--- src/hw/cia_reg_pkg.sv ---
/*
 * Register map of the interface adapter.
 * Bus and timer widths, register addresses
 * and bit positions inside CRA and CRB.
 */

`default_nettype none

package cia_reg_pkg;

    localparam int DATA_W  = 8;
    localparam int ADDR_W  = 4;
    localparam int TIMER_W = 16;

    // Register addresses.
    localparam logic [ADDR_W-1:0] REG_PRA   = 4'h0;
    localparam logic [ADDR_W-1:0] REG_PRB   = 4'h1;
    localparam logic [ADDR_W-1:0] REG_DDRA  = 4'h2;
    localparam logic [ADDR_W-1:0] REG_DDRB  = 4'h3;
    localparam logic [ADDR_W-1:0] REG_TA_LO = 4'h4;
    localparam logic [ADDR_W-1:0] REG_TA_HI = 4'h5;
    localparam logic [ADDR_W-1:0] REG_TB_LO = 4'h6;
    localparam logic [ADDR_W-1:0] REG_TB_HI = 4'h7;
    localparam logic [ADDR_W-1:0] REG_ICR   = 4'hd;
    localparam logic [ADDR_W-1:0] REG_CRA   = 4'he;
    localparam logic [ADDR_W-1:0] REG_CRB   = 4'hf;

    // Control register bits.
    localparam int CR_START   = 0;
    localparam int CR_ONESHOT = 3;
    localparam int CR_LOAD    = 4;
    localparam int CR_CASCADE = 6;

endpackage

`default_nettype wire

--- src/hw/cia_irq_pkg.sv ---
/*
 * Interrupt definitions.
 * Source bit positions and the ICR byte,
 * which is decoded one way on writes and another on reads.
 */

`default_nettype none

package cia_irq_pkg;

    localparam int ICR_W = 5;

    localparam int IRQ_TA      = 0;
    localparam int IRQ_TB      = 1;
    localparam int IRQ_FLAG    = 4;
    localparam int ICR_SET_BIT = 7;

    // Write view selects mask set or clear.
    typedef struct packed {
        logic             set_clear;
        logic [1:0]       spare;
        logic [ICR_W-1:0] mask_bits;
    } icr_write_t;

    // Read view shows the pending flags.
    typedef struct packed {
        logic             active;
        logic [1:0]       spare;
        logic [ICR_W-1:0] flags;
    } icr_read_t;

    typedef union packed {
        icr_write_t wr;
        icr_read_t  rd;
    } icr_word_u;

endpackage

`default_nettype wire

--- src/hw/register_bus.sv ---
/*
 * Bus decoder.
 * One-hot write strobes, the ICR read strobe
 * and the read data multiplexer.
 */

`timescale 1ns/1ns
`default_nettype none

module register_bus import cia_reg_pkg::*, cia_irq_pkg::*; (
    input  wire logic              CNT,
    input  wire logic              RESET_n,
    input  wire logic              cs_n,
    input  wire logic              rw,
    input  wire logic [ADDR_W-1:0] addr,
    input  wire logic [DATA_W-1:0] pa_read,
    input  wire logic [DATA_W-1:0] pb_read,
    input  wire logic [DATA_W-1:0] ddra,
    input  wire logic [DATA_W-1:0] ddrb,
    input  wire logic [TIMER_W-1:0] ta_count,
    input  wire logic [TIMER_W-1:0] tb_count,
    input  wire logic [DATA_W-1:0] cra,
    input  wire logic [DATA_W-1:0] crb,
    input  wire icr_word_u         icr_status,
    output logic                   wr_pra,
    output logic                   wr_prb,
    output logic                   wr_ddra,
    output logic                   wr_ddrb,
    output logic                   wr_ta_lo,
    output logic                   wr_ta_hi,
    output logic                   wr_tb_lo,
    output logic                   wr_tb_hi,
    output logic                   wr_cra,
    output logic                   wr_crb,
    output logic                   wr_icr,
    output logic                   rd_icr,
    output logic [DATA_W-1:0]      rd_data
);

    logic wr_en;
    logic rd_en;

    assign wr_en = !cs_n && !rw;
    assign rd_en = !cs_n && rw;

    assign wr_pra   = wr_en && (addr == REG_PRA);
    assign wr_prb   = wr_en && (addr == REG_PRB);
    assign wr_ddra  = wr_en && (addr == REG_DDRA);
    assign wr_ddrb  = wr_en && (addr == REG_DDRB);
    assign wr_ta_lo = wr_en && (addr == REG_TA_LO);
    assign wr_ta_hi = wr_en && (addr == REG_TA_HI);
    assign wr_tb_lo = wr_en && (addr == REG_TB_LO);
    assign wr_tb_hi = wr_en && (addr == REG_TB_HI);
    assign wr_cra   = wr_en && (addr == REG_CRA);
    assign wr_crb   = wr_en && (addr == REG_CRB);
    assign wr_icr   = wr_en && (addr == REG_ICR);

    // Flags clear at the end of this read.
    assign rd_icr = rd_en && (addr == REG_ICR);

    always_comb begin
        rd_data = '0;
        if (rd_en) begin
            case (addr)
                REG_PRA:   rd_data = pa_read;
                REG_PRB:   rd_data = pb_read;
                REG_DDRA:  rd_data = ddra;
                REG_DDRB:  rd_data = ddrb;
                REG_TA_LO: rd_data = ta_count[DATA_W-1:0];
                REG_TA_HI: rd_data = ta_count[TIMER_W-1:DATA_W];
                REG_TB_LO: rd_data = tb_count[DATA_W-1:0];
                REG_TB_HI: rd_data = tb_count[TIMER_W-1:DATA_W];
                REG_ICR:   rd_data = icr_status;
                REG_CRA:   rd_data = cra;
                REG_CRB:   rd_data = crb;
                default:   rd_data = '0;
            endcase
        end
    end

    a_one_strobe: assert property (@(posedge CNT) disable iff (!RESET_n)
        $onehot0({wr_pra, wr_prb, wr_ddra, wr_ddrb, wr_ta_lo, wr_ta_hi,
                  wr_tb_lo, wr_tb_hi, wr_cra, wr_crb, wr_icr}));

endmodule

`default_nettype wire

--- src/hw/io_ports.sv ---
/*
 * Parallel ports A and B.
 * Data and direction registers, pin read merge
 * and falling edge detection on flag_n.
 */

`timescale 1ns/1ns
`default_nettype none

module io_ports import cia_reg_pkg::*; (
    input  wire logic              CNT,
    input  wire logic              RESET_n,
    input  wire logic              wr_pra,
    input  wire logic              wr_prb,
    input  wire logic              wr_ddra,
    input  wire logic              wr_ddrb,
    input  wire logic [DATA_W-1:0] wr_data,
    input  wire logic [DATA_W-1:0] pa_in,
    input  wire logic [DATA_W-1:0] pb_in,
    input  wire logic              flag_n,
    output logic [DATA_W-1:0]      pa_out,
    output logic [DATA_W-1:0]      pa_oe,
    output logic [DATA_W-1:0]      pb_out,
    output logic [DATA_W-1:0]      pb_oe,
    output logic [DATA_W-1:0]      pa_read,
    output logic [DATA_W-1:0]      pb_read,
    output logic [DATA_W-1:0]      ddra,
    output logic [DATA_W-1:0]      ddrb,
    output logic                   flag_fall
);

    logic [DATA_W-1:0] pra;
    logic [DATA_W-1:0] prb;
    logic              flag_q;
    logic              flag_qq;

    always_ff @(posedge CNT or negedge RESET_n) begin
        if (!RESET_n) begin
            pra  <= '0;
            prb  <= '0;
            ddra <= '0;
            ddrb <= '0;
        end else begin
            if (wr_pra)  pra  <= wr_data;
            if (wr_prb)  prb  <= wr_data;
            if (wr_ddra) ddra <= wr_data;
            if (wr_ddrb) ddrb <= wr_data;
        end
    end

    assign pa_out = pra;
    assign pa_oe  = ddra;
    assign pb_out = prb;
    assign pb_oe  = ddrb;

    // Output bits read back the register, inputs read the pin.
    assign pa_read = (pra & ddra) | (pa_in & ~ddra);
    assign pb_read = (prb & ddrb) | (pb_in & ~ddrb);

    // Idle high so that leaving reset makes no edge.
    always_ff @(posedge CNT or negedge RESET_n) begin
        if (!RESET_n) begin
            flag_q  <= 1'b1;
            flag_qq <= 1'b1;
        end else begin
            flag_q  <= flag_n;
            flag_qq <= flag_q;
        end
    end

    assign flag_fall = flag_qq && !flag_q;

    a_flag_single: assert property (@(posedge CNT) disable iff (!RESET_n)
        flag_fall |=> !flag_fall);

endmodule

`default_nettype wire

--- src/hw/interval_timers.sv ---
/*
 * Interval timers A and B.
 * Latches, down counters, CRA and CRB,
 * force load, one-shot start and stop, reload on underflow,
 * and timer B counting timer A underflows.
 */

`timescale 1ns/1ns
`default_nettype none

module interval_timers import cia_reg_pkg::*; (
    input  wire logic              CNT,
    input  wire logic              RESET_n,
    input  wire logic              wr_ta_lo,
    input  wire logic              wr_ta_hi,
    input  wire logic              wr_tb_lo,
    input  wire logic              wr_tb_hi,
    input  wire logic              wr_cra,
    input  wire logic              wr_crb,
    input  wire logic [DATA_W-1:0] wr_data,
    output logic [TIMER_W-1:0]     ta_count,
    output logic [TIMER_W-1:0]     tb_count,
    output logic [DATA_W-1:0]      cra,
    output logic [DATA_W-1:0]      crb,
    output logic                   ta_underflow,
    output logic                   tb_underflow
);

    logic [TIMER_W-1:0] ta_latch;
    logic [TIMER_W-1:0] tb_latch;
    logic               ta_run;
    logic               ta_oneshot;
    logic               tb_run;
    logic               tb_oneshot;
    logic               tb_cascade;
    logic               tb_tick;

    // Priority is force load, then high byte load, then counting.
    function automatic logic [TIMER_W-1:0] next_count(
        input logic [TIMER_W-1:0] count,
        input logic [TIMER_W-1:0] latch,
        input logic               force_load,
        input logic               hi_load,
        input logic               tick,
        input logic [DATA_W-1:0]  hi_byte
    );
        if (force_load)
            return latch;
        if (hi_load)
            return {hi_byte, latch[DATA_W-1:0]};
        if (tick)
            return (count == '0) ? latch : count - 1'b1;
        return count;
    endfunction

    // A CR write wins over the one-shot start and stop.
    function automatic logic next_run(
        input logic run,
        input logic oneshot,
        input logic wr_cr,
        input logic start,
        input logic wr_hi,
        input logic underflow
    );
        if (wr_cr)
            return start;
        if (wr_hi && oneshot)
            return 1'b1;
        if (underflow && oneshot)
            return 1'b0;
        return run;
    endfunction

    assign tb_tick      = tb_run && (!tb_cascade || ta_underflow);
    assign ta_underflow = ta_run && (ta_count == '0);
    assign tb_underflow = tb_tick && (tb_count == '0);

    // Latches come up all ones.
    always_ff @(posedge CNT or negedge RESET_n) begin
        if (!RESET_n) begin
            ta_latch <= '1;
            tb_latch <= '1;
        end else begin
            if (wr_ta_lo) ta_latch[DATA_W-1:0]       <= wr_data;
            if (wr_ta_hi) ta_latch[TIMER_W-1:DATA_W] <= wr_data;
            if (wr_tb_lo) tb_latch[DATA_W-1:0]       <= wr_data;
            if (wr_tb_hi) tb_latch[TIMER_W-1:DATA_W] <= wr_data;
        end
    end

    always_ff @(posedge CNT or negedge RESET_n) begin
        if (!RESET_n) begin
            ta_count <= '0;
            tb_count <= '0;
        end else begin
            ta_count <= next_count(ta_count, ta_latch, wr_cra && wr_data[CR_LOAD],
                                   wr_ta_hi && (!ta_run || ta_oneshot), ta_run, wr_data);
            tb_count <= next_count(tb_count, tb_latch, wr_crb && wr_data[CR_LOAD],
                                   wr_tb_hi && (!tb_run || tb_oneshot), tb_tick, wr_data);
        end
    end

    always_ff @(posedge CNT or negedge RESET_n) begin
        if (!RESET_n) begin
            ta_run     <= 1'b0;
            tb_run     <= 1'b0;
            ta_oneshot <= 1'b0;
            tb_oneshot <= 1'b0;
            tb_cascade <= 1'b0;
        end else begin
            ta_run <= next_run(ta_run, ta_oneshot, wr_cra, wr_data[CR_START],
                               wr_ta_hi, ta_underflow);
            tb_run <= next_run(tb_run, tb_oneshot, wr_crb, wr_data[CR_START],
                               wr_tb_hi, tb_underflow);
            if (wr_cra)
                ta_oneshot <= wr_data[CR_ONESHOT];
            if (wr_crb) begin
                tb_oneshot <= wr_data[CR_ONESHOT];
                tb_cascade <= wr_data[CR_CASCADE];
            end
        end
    end

    // Load bit is a strobe and reads zero.
    always_comb begin
        cra = '0;
        cra[CR_START]   = ta_run;
        cra[CR_ONESHOT] = ta_oneshot;
        crb = '0;
        crb[CR_START]   = tb_run;
        crb[CR_ONESHOT] = tb_oneshot;
        crb[CR_CASCADE] = tb_cascade;
    end

    a_ta_running: assert property (@(posedge CNT) disable iff (!RESET_n)
        ta_underflow |-> ta_run);

    a_tb_running: assert property (@(posedge CNT) disable iff (!RESET_n)
        tb_underflow |-> tb_run);

    a_cascade: assert property (@(posedge CNT) disable iff (!RESET_n)
        (tb_underflow && tb_cascade) |-> ta_underflow);

endmodule

`default_nettype wire

--- src/hw/interrupt_control.sv ---
/*
 * Interrupt control register.
 * Mask set and clear, source flags with clear on read,
 * status byte and irq_n.
 */

`timescale 1ns/1ns
`default_nettype none

module interrupt_control import cia_irq_pkg::*; (
    input  wire logic       CNT,
    input  wire logic       RESET_n,
    input  wire logic       wr_icr,
    input  wire logic       rd_icr,
    input  wire logic [7:0] wr_data,
    input  wire logic       ta_underflow,
    input  wire logic       tb_underflow,
    input  wire logic       flag_fall,
    output icr_word_u       icr_status,
    output logic            irq_n
);

    logic [ICR_W-1:0] mask;
    logic [ICR_W-1:0] flags;
    logic [ICR_W-1:0] pulses;
    icr_word_u        wr_word;

    assign wr_word = wr_data;

    // Bits 2 and 3 have no source.
    always_comb begin
        pulses = '0;
        pulses[IRQ_TA]   = ta_underflow;
        pulses[IRQ_TB]   = tb_underflow;
        pulses[IRQ_FLAG] = flag_fall;
    end

    always_ff @(posedge CNT or negedge RESET_n) begin
        if (!RESET_n) begin
            mask  <= '0;
            flags <= '0;
        end else begin
            if (wr_icr) begin
                if (wr_word.wr.set_clear)
                    mask <= mask | wr_word.wr.mask_bits;
                else
                    mask <= mask & ~wr_word.wr.mask_bits;
            end
            // A pulse in the read cycle survives the clear.
            flags <= rd_icr ? pulses : (flags | pulses);
        end
    end

    always_comb begin
        icr_status.rd.active = |(flags & mask);
        icr_status.rd.spare  = 2'b00;
        icr_status.rd.flags  = flags;
    end

    assign irq_n = !icr_status[ICR_SET_BIT];

    a_irq_cause: assert property (@(posedge CNT) disable iff (!RESET_n)
        !irq_n |-> |(flags & mask));

endmodule

`default_nettype wire

--- src/hw/cia_top.sv ---
/*
 * Interface adapter top level.
 * Bus decoder, ports, timers and interrupt control.
 */

`timescale 1ns/1ns
`default_nettype none

module cia_top import cia_reg_pkg::*, cia_irq_pkg::*; (
    input  wire logic              CNT,
    input  wire logic              RESET_n,
    input  wire logic              cs_n,
    input  wire logic              rw,
    input  wire logic [ADDR_W-1:0] addr,
    input  wire logic [DATA_W-1:0] wr_data,
    input  wire logic [DATA_W-1:0] pa_in,
    input  wire logic [DATA_W-1:0] pb_in,
    input  wire logic              flag_n,
    output logic [DATA_W-1:0]      rd_data,
    output logic [DATA_W-1:0]      pa_out,
    output logic [DATA_W-1:0]      pa_oe,
    output logic [DATA_W-1:0]      pb_out,
    output logic [DATA_W-1:0]      pb_oe,
    output logic                   irq_n
);

    logic wr_pra;
    logic wr_prb;
    logic wr_ddra;
    logic wr_ddrb;
    logic wr_ta_lo;
    logic wr_ta_hi;
    logic wr_tb_lo;
    logic wr_tb_hi;
    logic wr_cra;
    logic wr_crb;
    logic wr_icr;
    logic rd_icr;

    logic [DATA_W-1:0]  pa_read;
    logic [DATA_W-1:0]  pb_read;
    logic [DATA_W-1:0]  ddra;
    logic [DATA_W-1:0]  ddrb;
    logic [TIMER_W-1:0] ta_count;
    logic [TIMER_W-1:0] tb_count;
    logic [DATA_W-1:0]  cra;
    logic [DATA_W-1:0]  crb;
    logic               ta_underflow;
    logic               tb_underflow;
    logic               flag_fall;
    icr_word_u          icr_status;

    register_bus u_register_bus (.*);

    io_ports u_io_ports (.*);

    interval_timers u_interval_timers (.*);

    interrupt_control u_interrupt_control (.*);

endmodule

`default_nettype wire

--- config.mk ---
export PLATFORM = sky130hd
export DESIGN_NAME = cia_top
export DESIGN_NICKNAME = d
export VERILOG_FILES = /design/src/hw/cia_reg_pkg.sv /design/src/hw/cia_irq_pkg.sv /design/src/hw/register_bus.sv /design/src/hw/io_ports.sv /design/src/hw/interval_timers.sv /design/src/hw/interrupt_control.sv /design/src/hw/cia_top.sv
export SDC_FILE = /design/constraint.sdc
export NUM_CORES = 1
export LEC_CHECK = 0
export BUFFER_PORTS_ARGS = -buffer_cell sky130_fd_sc_hd__clkbuf_2
export CAP_MARGIN = 20
export CORE_MARGIN = 2
export CORE_UTILIZATION = 40
export DETAILED_ROUTE_END_ITERATION = 6
export GPL_TIMING_DRIVEN = 0
export PLACE_DENSITY = 0.65
export SYNTH_ARGS = -nofsm -noshare
export SYNTH_HDL_FRONTEND = slang
export SYNTH_SLANG_ARGS = --single-unit
--- constraint.sdc ---
create_clock -name CNT -period 3.27 [get_ports CNT]
set_clock_uncertainty 0.2 [all_clocks]
set_input_delay 0.654 -clock CNT [delete_from_list [all_inputs] [get_ports CNT]]
set_output_delay 0.654 -clock CNT [all_outputs]
set_load 0.005 [all_outputs]
==> impl_metrics.env, run 1 <==
export IMPL_status="finished, violations left"
export IMPL_violations="design-rule violations"
export IMPL_p_int_mw=3.113
export IMPL_drive_above_1_share_pct=27.42
export IMPL_fin_crit_ns=3.121
export IMPL_p_comb_share_pct=31.7
export IMPL_seqPwrFrac_pct=45.3
export IMPL_antenna_left=0
export IMPL_via_count=5905
export IMPL_ctsHoldBuffers=0
export IMPL_power_mw=5.129
export IMPL_synth_area_um2=6364
export IMPL_yosys_area_share_adder_pct=0.7865
export IMPL_cp_start_kind="input port"
export IMPL_rsz0062_at_grt="no"
export IMPL_tightest_slew_ns=0.9080
export IMPL_synth_xor_area_share_pct=0.8258
export IMPL_ys_seq_area_share_pct=43.53
export IMPL_fin_crit_sh_pct=95.44
export IMPL_die_w_um=130.1
export IMPL_setup_viol=0
export IMPL_timing_hold_ws_ns=0.1644
export IMPL_pre_cts_slack_ns=-0.2514
export IMPL_swShare_pct=39.31
export IMPL_cts_num_sinks=109
export IMPL_ir_worst_vdd_mv=0.3685
export IMPL_cts_buffer_depth=2
export IMPL_wl_per_cell_um=20.75
export IMPL_setup_tns_final_ns=0
export IMPL_dp_hpwl_um=14490
export IMPL_die_height_um=130.1
export IMPL_final_max_slew_viol_count=0
export IMPL_grt_first_pass_wirelength_um=32360
export IMPL_syn2layout_area_growth_pct=15.57
export IMPL_grt_overflow=0
export IMPL_p_sw_mw=2.016
export IMPL_track_usage_pct=25.29
export IMPL_insertion_delay_ns=0.37
export IMPL_synth_main_ff_cell="dfrtp_1"
export IMPL_design_die_area_um2=16930
export IMPL_clockRootBuffer="clkbuf_16"
export IMPL_cts_tree="yes"
export IMPL_endpoint_kind="output port"
export IMPL_grt_pass1_vias=5665
export IMPL_antenna_cells=0
export IMPL_core_area_um2=15710
export IMPL_h_tree_depth=3
export IMPL_start_util_pct=40.50
export IMPL_critPathArrivalTime_ns=2.27
export IMPL_synth_compound_area_share_pct=19.72
export IMPL_ios=74
export IMPL_syn_num_nets=720
export IMPL_nNetsFinal=798
export IMPL_path_clk_slew_ns=0.08
export IMPL_mostFrequentLayoutCells="nand2_1, dfrtp_1, clkbuf_2, o21ai_0, mux2_2"
export IMPL_worstHoldPathType="reg -> reg"
export IMPL_leakage_nw=3.153
export IMPL_p_clk_share_pct=23.0
export IMPL_path_max_fanout=10
export IMPL_postLayoutCellArea_um2=7355
export IMPL_layout_setup_ws_ns=0.1490
export IMPL_final_hold_viol_count=0
export IMPL_cp_required_ns=2.42
export IMPL_drc=1
export IMPL_seqCellArea_um2=2770
export IMPL_synth_seq_cells=109
export IMPL_ys_types=70
export IMPL_drv_cap=0
export IMPL_async_flop_share_pct=100.0
export IMPL_criticalPathCategory="in -> out"
export IMPL_first_pass_iters=7
export IMPL_place_gp_congestion=0.9469
export IMPL_place_area_um2=6988
export IMPL_fmax_ghz=0.3204
export IMPL_wl_um=20380
export IMPL_routed_via_density=6.013
export IMPL_synth_warnings=0
export IMPL_synth_edff_count=0
export IMPL_antenna_found_initial=0
export IMPL_power_density_nw_per_um2=697.4
export IMPL_layout_commonest_cell="nand2_1"
export IMPL_synthCells=683
export IMPL_cts_setup_buffers=0
export IMPL_io_buffers=68
export IMPL_syn_area_per_cell_um2=9.317
export IMPL_cts_buffers=9
export IMPL_yosys_area_share_simple_pct=18.97
export IMPL_dr_first_iter_drc_count=606
export IMPL_multi_input_area_um2=3326
export IMPL_synth_top_family_by_area="compound AO/OA/AOI/OAI gates"
export IMPL_grt_max_degree=110
export IMPL_yosys_mux_area_fraction_pct=11.19
export IMPL_slew_headroom_pct=39.46
export IMPL_fill_cells=1542
export IMPL_row_count=46
-- cell usage after synthesis, drive strengths merged, types with 3 or more instances --
master,count,area [um^2]
dfstp,34,893.4
o2bb2ai,5,43.79
mux2,45,506.7
o2111ai,7,61.31
or3,3,23.77
nand2,97,364.1
nor3,15,91.34
o21ai,60,300.3
a221oi,3,26.28
a311oi,3,26.28
ha,4,50.05
o31ai,7,52.55
mux2i,16,160.2
a21o,6,45.04
a32oi,7,80.08
and2,7,43.79
and4,3,26.28
a31oi,15,100.1
nor2,37,138.9
inv,24,90.09
a22oi,8,60.06
nand3,27,135.1
a21oi,26,130.1
buf,20,125.1
a211oi,7,57.55
clkbuf,27,101.4
nand3b,5,37.54
xnor2,4,35.03
dfrtp,75,1877
o22ai,9,56.30
nor4,7,58.81
nand2b,7,43.79
a211o,6,52.55
o221ai,3,26.28
and3,8,50.05
or4,3,22.52
nand4,8,50.05
nor2b,6,37.54
-- cell type report --
class	count	share of cell area, %
buffer	45	3.113
clock buffer	9	3.062
clock inverter	7	1.225
inverter	24	1.225
multi-input combinational	503	45.22
sequential	109	37.67
tap	216	3.675
timing repair buffer	69	4.815
-- final timing paths --
check | start | to | slack, ns | depth (start not counted)
min reg2reg | u_io_ports.flag_q | u_io_ports.flag_qq | 0.16 | 0
min | u_io_ports.flag_q | u_io_ports.flag_qq | 0.16 | 0
min in group asynchronous | RESET_n | u_interval_timers.ta_count[1] | 0.19 | 1
max reg2reg | u_interval_timers.ta_count[0] | u_interval_timers.ta_count[8] | 0.28 | 9
max in group asynchronous | RESET_n | u_interval_timers.tb_count[7] | 2.04 | 1
max | addr[1] | rd_data[3] | 0.15 | 8
-- registers in the layout (all words and copies together), names as in the netlist --
name                          flops
u_io_ports.flag_q                 1
u_interval_timers.tb_latch       16
u_interval_timers.tb_run          1
u_io_ports.ddrb                   8
u_interrupt_control.mask          3
u_interval_timers.tb_oneshot      1
u_io_ports.pb_out                 8
u_interval_timers.ta_run          1
u_interval_timers.ta_latch       16
u_interval_timers.tb_cascade      1
u_interval_timers.tb_count       16
u_interrupt_control.flags         3
u_interval_timers.ta_oneshot      1
u_io_ports.pa_out                 8
u_io_ports.flag_qq                1
u_io_ports.ddra                   8
u_interval_timers.ta_count       16
-- power by group through the flow --
stage          logic, mW  registers (mW)  clock network [mW]
3_5_place_dp        1.60            2.31                   0
2_1_floorplan       1.17            2.11                   0
4_1_cts             1.61            2.30                1.20
6_report            1.62            2.32                1.18
5_1_grt             1.82            2.36                1.25
3_3_place_gp        1.57            2.32                   0
-- layer usage --
layer / part of all wire, % / track usage, %
met5: 0 / 0
met4: 3.5 / 9.677
met3: 8.0 / 5.412
met2: 45 / 38.25
met1: 43 / 35.63
-- worst max-delay path, cell delays in order --
cell,delay [ns]
buf_2,0.16
buf_2,0.21
clkbuf_2,0.24
o2111ai_1,0.33
o221ai_1,0.17
a311oi_1,0.28
nor2_1,0.08
clkbuf_2,0.12
-- cells by family (layout without fill, tap and decap cells) --
group / after synthesis / in the layout
adders and majority gates: 4 / 4
muxes: 63 / 63
and+or+nand+nor: 242 / 242
DFF: 109 / 109
buffers and inverters: 71 / 154
xor gates and xnor gates: 6 / 6
AOI/OAI and AO/OA: 188 / 188
-- per-stage QoR --
| stage | cells | utilization (%) |
|---|---|---|
| after global routing | 982 | 46.81 |
| final | 982 | 46.81 |
| after floorplan | 683 | - |
| after CTS | 983 | 46.66 |
| after detailed placement | 968 | 44.47 |
| after global placement | 967 | 44.39 |
-- timing repair --
item | 4_1_cts | 5_1_grt
pin swaps | 1 | 2
endpoints found under the setup margin | 8 | 8
resized for setup | 8 | 15
hold endpoints to repair | 0 | 0
(Power assumes the default switching activity.)
==> run 2: changes to the inputs <==
CTS_BUF_LIST = sky130_fd_sc_hd__clkbuf_4   (was default)
GPL_ROUTABILITY_DRIVEN = 0   (was default)
==> run 2 against run 1 <==
Compared with the run above: the run now ends clean; first-iteration DRC count decreased by 11%; power fell by 8.6%; critical path depth increased by 1; fmax shrank 2.4%; sequential share of layout area is 0.77 points higher; sequential power hardly changed; cell count is 0.10% higher; cell area down 2.0%; worst setup slack got worse by 0.076 ns; routed wire length shrank 0.44%; sequential cell count unchanged; clock power fell by 38%; critical path type unchanged; highest routed layer unchanged.
==> impl_metrics.env, run 2 (synthesis gave the netlist of run 1 again) <==
export IMPL_tightest_slew_ns=0.8636
export IMPL_power_density_nw_per_um2=650.5
export IMPL_m1WireLength_um=8602
export IMPL_drv_cap=0
export IMPL_layout_setup_ws_ns=0.07326
export IMPL_criticalPathCategory="in -> out"
export IMPL_dp_hpwl_um=14490
export IMPL_cts_num_sinks=109
export IMPL_fin_crit_sh_pct=97.76
export IMPL_final_max_slew_viol_count=0
export IMPL_cts_buffers=9
export IMPL_wl_um=20290
export IMPL_drc=0
export IMPL_design_die_area_um2=16930
export IMPL_rsz0062_at_grt="no"
export IMPL_fin_crit_ns=3.197
export IMPL_fmax_ghz=0.3128
export IMPL_syn2layout_area_growth_pct=13.25
export IMPL_cts_buffer_depth=2
export IMPL_start_util_pct=40.50
export IMPL_final_hold_viol_count=0
export IMPL_dr_first_iter_drc_count=539
export IMPL_critPathArrivalTime_ns=2.34
export IMPL_worstPathCellList="buf_2, nor2b_1, buf_2, and2_1, a32oi_2, o31ai_1, a211oi_1, a21oi_1, clkbuf_2"
export IMPL_grt_max_degree=110
export IMPL_drive_above_1_share_pct=27.25
export IMPL_h_tree_depth=3
export IMPL_grt_first_pass_wirelength_um=31870
export IMPL_worstHoldPathType="in -> async"
export IMPL_die_w_um=130.1
export IMPL_grt_overflow=0
export IMPL_grt_pass1_vias=5539
export IMPL_wl_met3_um=1697
export IMPL_met2_length_um=9464
export IMPL_ir_worst_vdd_mv=0.4225
export IMPL_nNetsFinal=799
export IMPL_slew_headroom_pct=42.43
export IMPL_cp_required_ns=2.42
export IMPL_clockRootBuffer="clkbuf_4"
export IMPL_wl_per_cell_um=20.64
export IMPL_leakage_nw=3.082
export IMPL_ios=74
export IMPL_antenna_left=0
export IMPL_core_area_um2=15710
export IMPL_slowest_delay_ns=0.30
export IMPL_first_pass_iters=5
export IMPL_track_usage_pct=24.87
export IMPL_status="finished clean"
export IMPL_io_buffers=68
export IMPL_setup_viol=0
export IMPL_routed_via_density=5.990
export IMPL_path_max_fanout=9
export IMPL_layout_commonest_cell="nand2_1"
export IMPL_cts_tree="yes"
export IMPL_final_util_pct=45.87
export IMPL_row_count=46
export IMPL_die_height_um=130.1
export IMPL_antenna_found_initial=0
export IMPL_antenna_cells=0
export IMPL_via_count=5888
export IMPL_highest_signal_layer="met4"
export IMPL_insertion_delay_ns=0.52
export IMPL_mostFrequentLayoutCells="nand2_1, dfrtp_1, clkbuf_2, o21ai_0, mux2_2"
export IMPL_endpoint_kind="output port"
export IMPL_path_clk_slew_ns=0.20
export IMPL_pre_cts_slack_ns=-0.2690
export IMPL_cp_start_kind="input port"
export IMPL_crit_top_cell="buf_2"
export IMPL_cts_setup_buffers=0
export IMPL_cp_slowest_cell="a32oi_2"
[run 2: report_power, final]
| part | switching, mW | total (mW) | internal (mW) | leakage (nW) |
|---|---|---|---|---|
| Combinational | 0.897 | 1.63 | 0.731 | 1.71 |
| Clock | 0.546 | 0.737 | 0.191 | 0.0832 |
| Sequential | 0.561 | 2.32 | 1.76 | 1.29 |
| Total | 2.00 | 4.69 | 2.68 | 3.08 |
[run 2: routing by layer]
metal  track usage (%)  up-vias
met5                 0        -
met4             8.159        0
met3             5.945       42
met2             38.71      260
met1             34.23     2919
li1                  -     2667
[run 2: area by class of cell]
type / count / area, um^2
clock inverter: 7 / 88.84
timing repair buffer: 70 / 364.1
inverter: 24 / 90.09
buffer: 45 / 230.2
fill: 1574 / 8506
multi-input combinational: 503 / 3326
tap: 216 / 270.3
sequential: 109 / 2770
clock buffer: 9 / 67.56
[run 2: path summary, 6_finish.rpt]
kind	slack (ns)	start	endpoint	cells after the start
worst max-delay path	0.07	addr[0]	rd_data[1]	9
worst min-delay path	0.02	RESET_n	u_io_ports.pa_out[0]	1
worst max register to register	0.29	u_interval_timers.ta_count[0]	u_interval_timers.ta_count[8]	9
min in group CNT	0.18	u_io_ports.flag_q	u_io_ports.flag_qq	0
worst min register to register	0.18	u_io_ports.flag_q	u_io_ports.flag_qq	0
max in group asynchronous	2.27	RESET_n	u_interval_timers.tb_count[3]	1
[run 2: critical path: cells and delay by family]
| family | cells | cell delay [ns] |
|---|---|---|
| and+or+nand+nor | 2 | 0.41 |
| buffers and inverters | 3 | 0.46 |
| AOI/OAI and AO/OA | 4 | 0.81 |
[run 2: through the flow]
stage	instance area (um^2)	power (mW)	hold slack (ns)	setup TNS, ns	instances
3_3_place_gp	6974	3.888	0.1561	-19.08	967
5_1_grt	7207	4.994	0.05875	0	983
3_5_place_dp	6988	3.924	0.1598	-1.127	968
6_report	7207	4.688	0.02097	0	983
4_1_cts	7178	4.666	0.04007	-0.01226	984
2_1_floorplan	6364	3.279	0.1517	0	683
[run 2: repair_timing]
item | in CTS | in global routing
hold endpoints to repair | 1 | 0
hold buffers | 1 | 0
pin swaps | 1 | 2
setup endpoints to repair | 8 | 8
gates resized for setup | 6 | 17
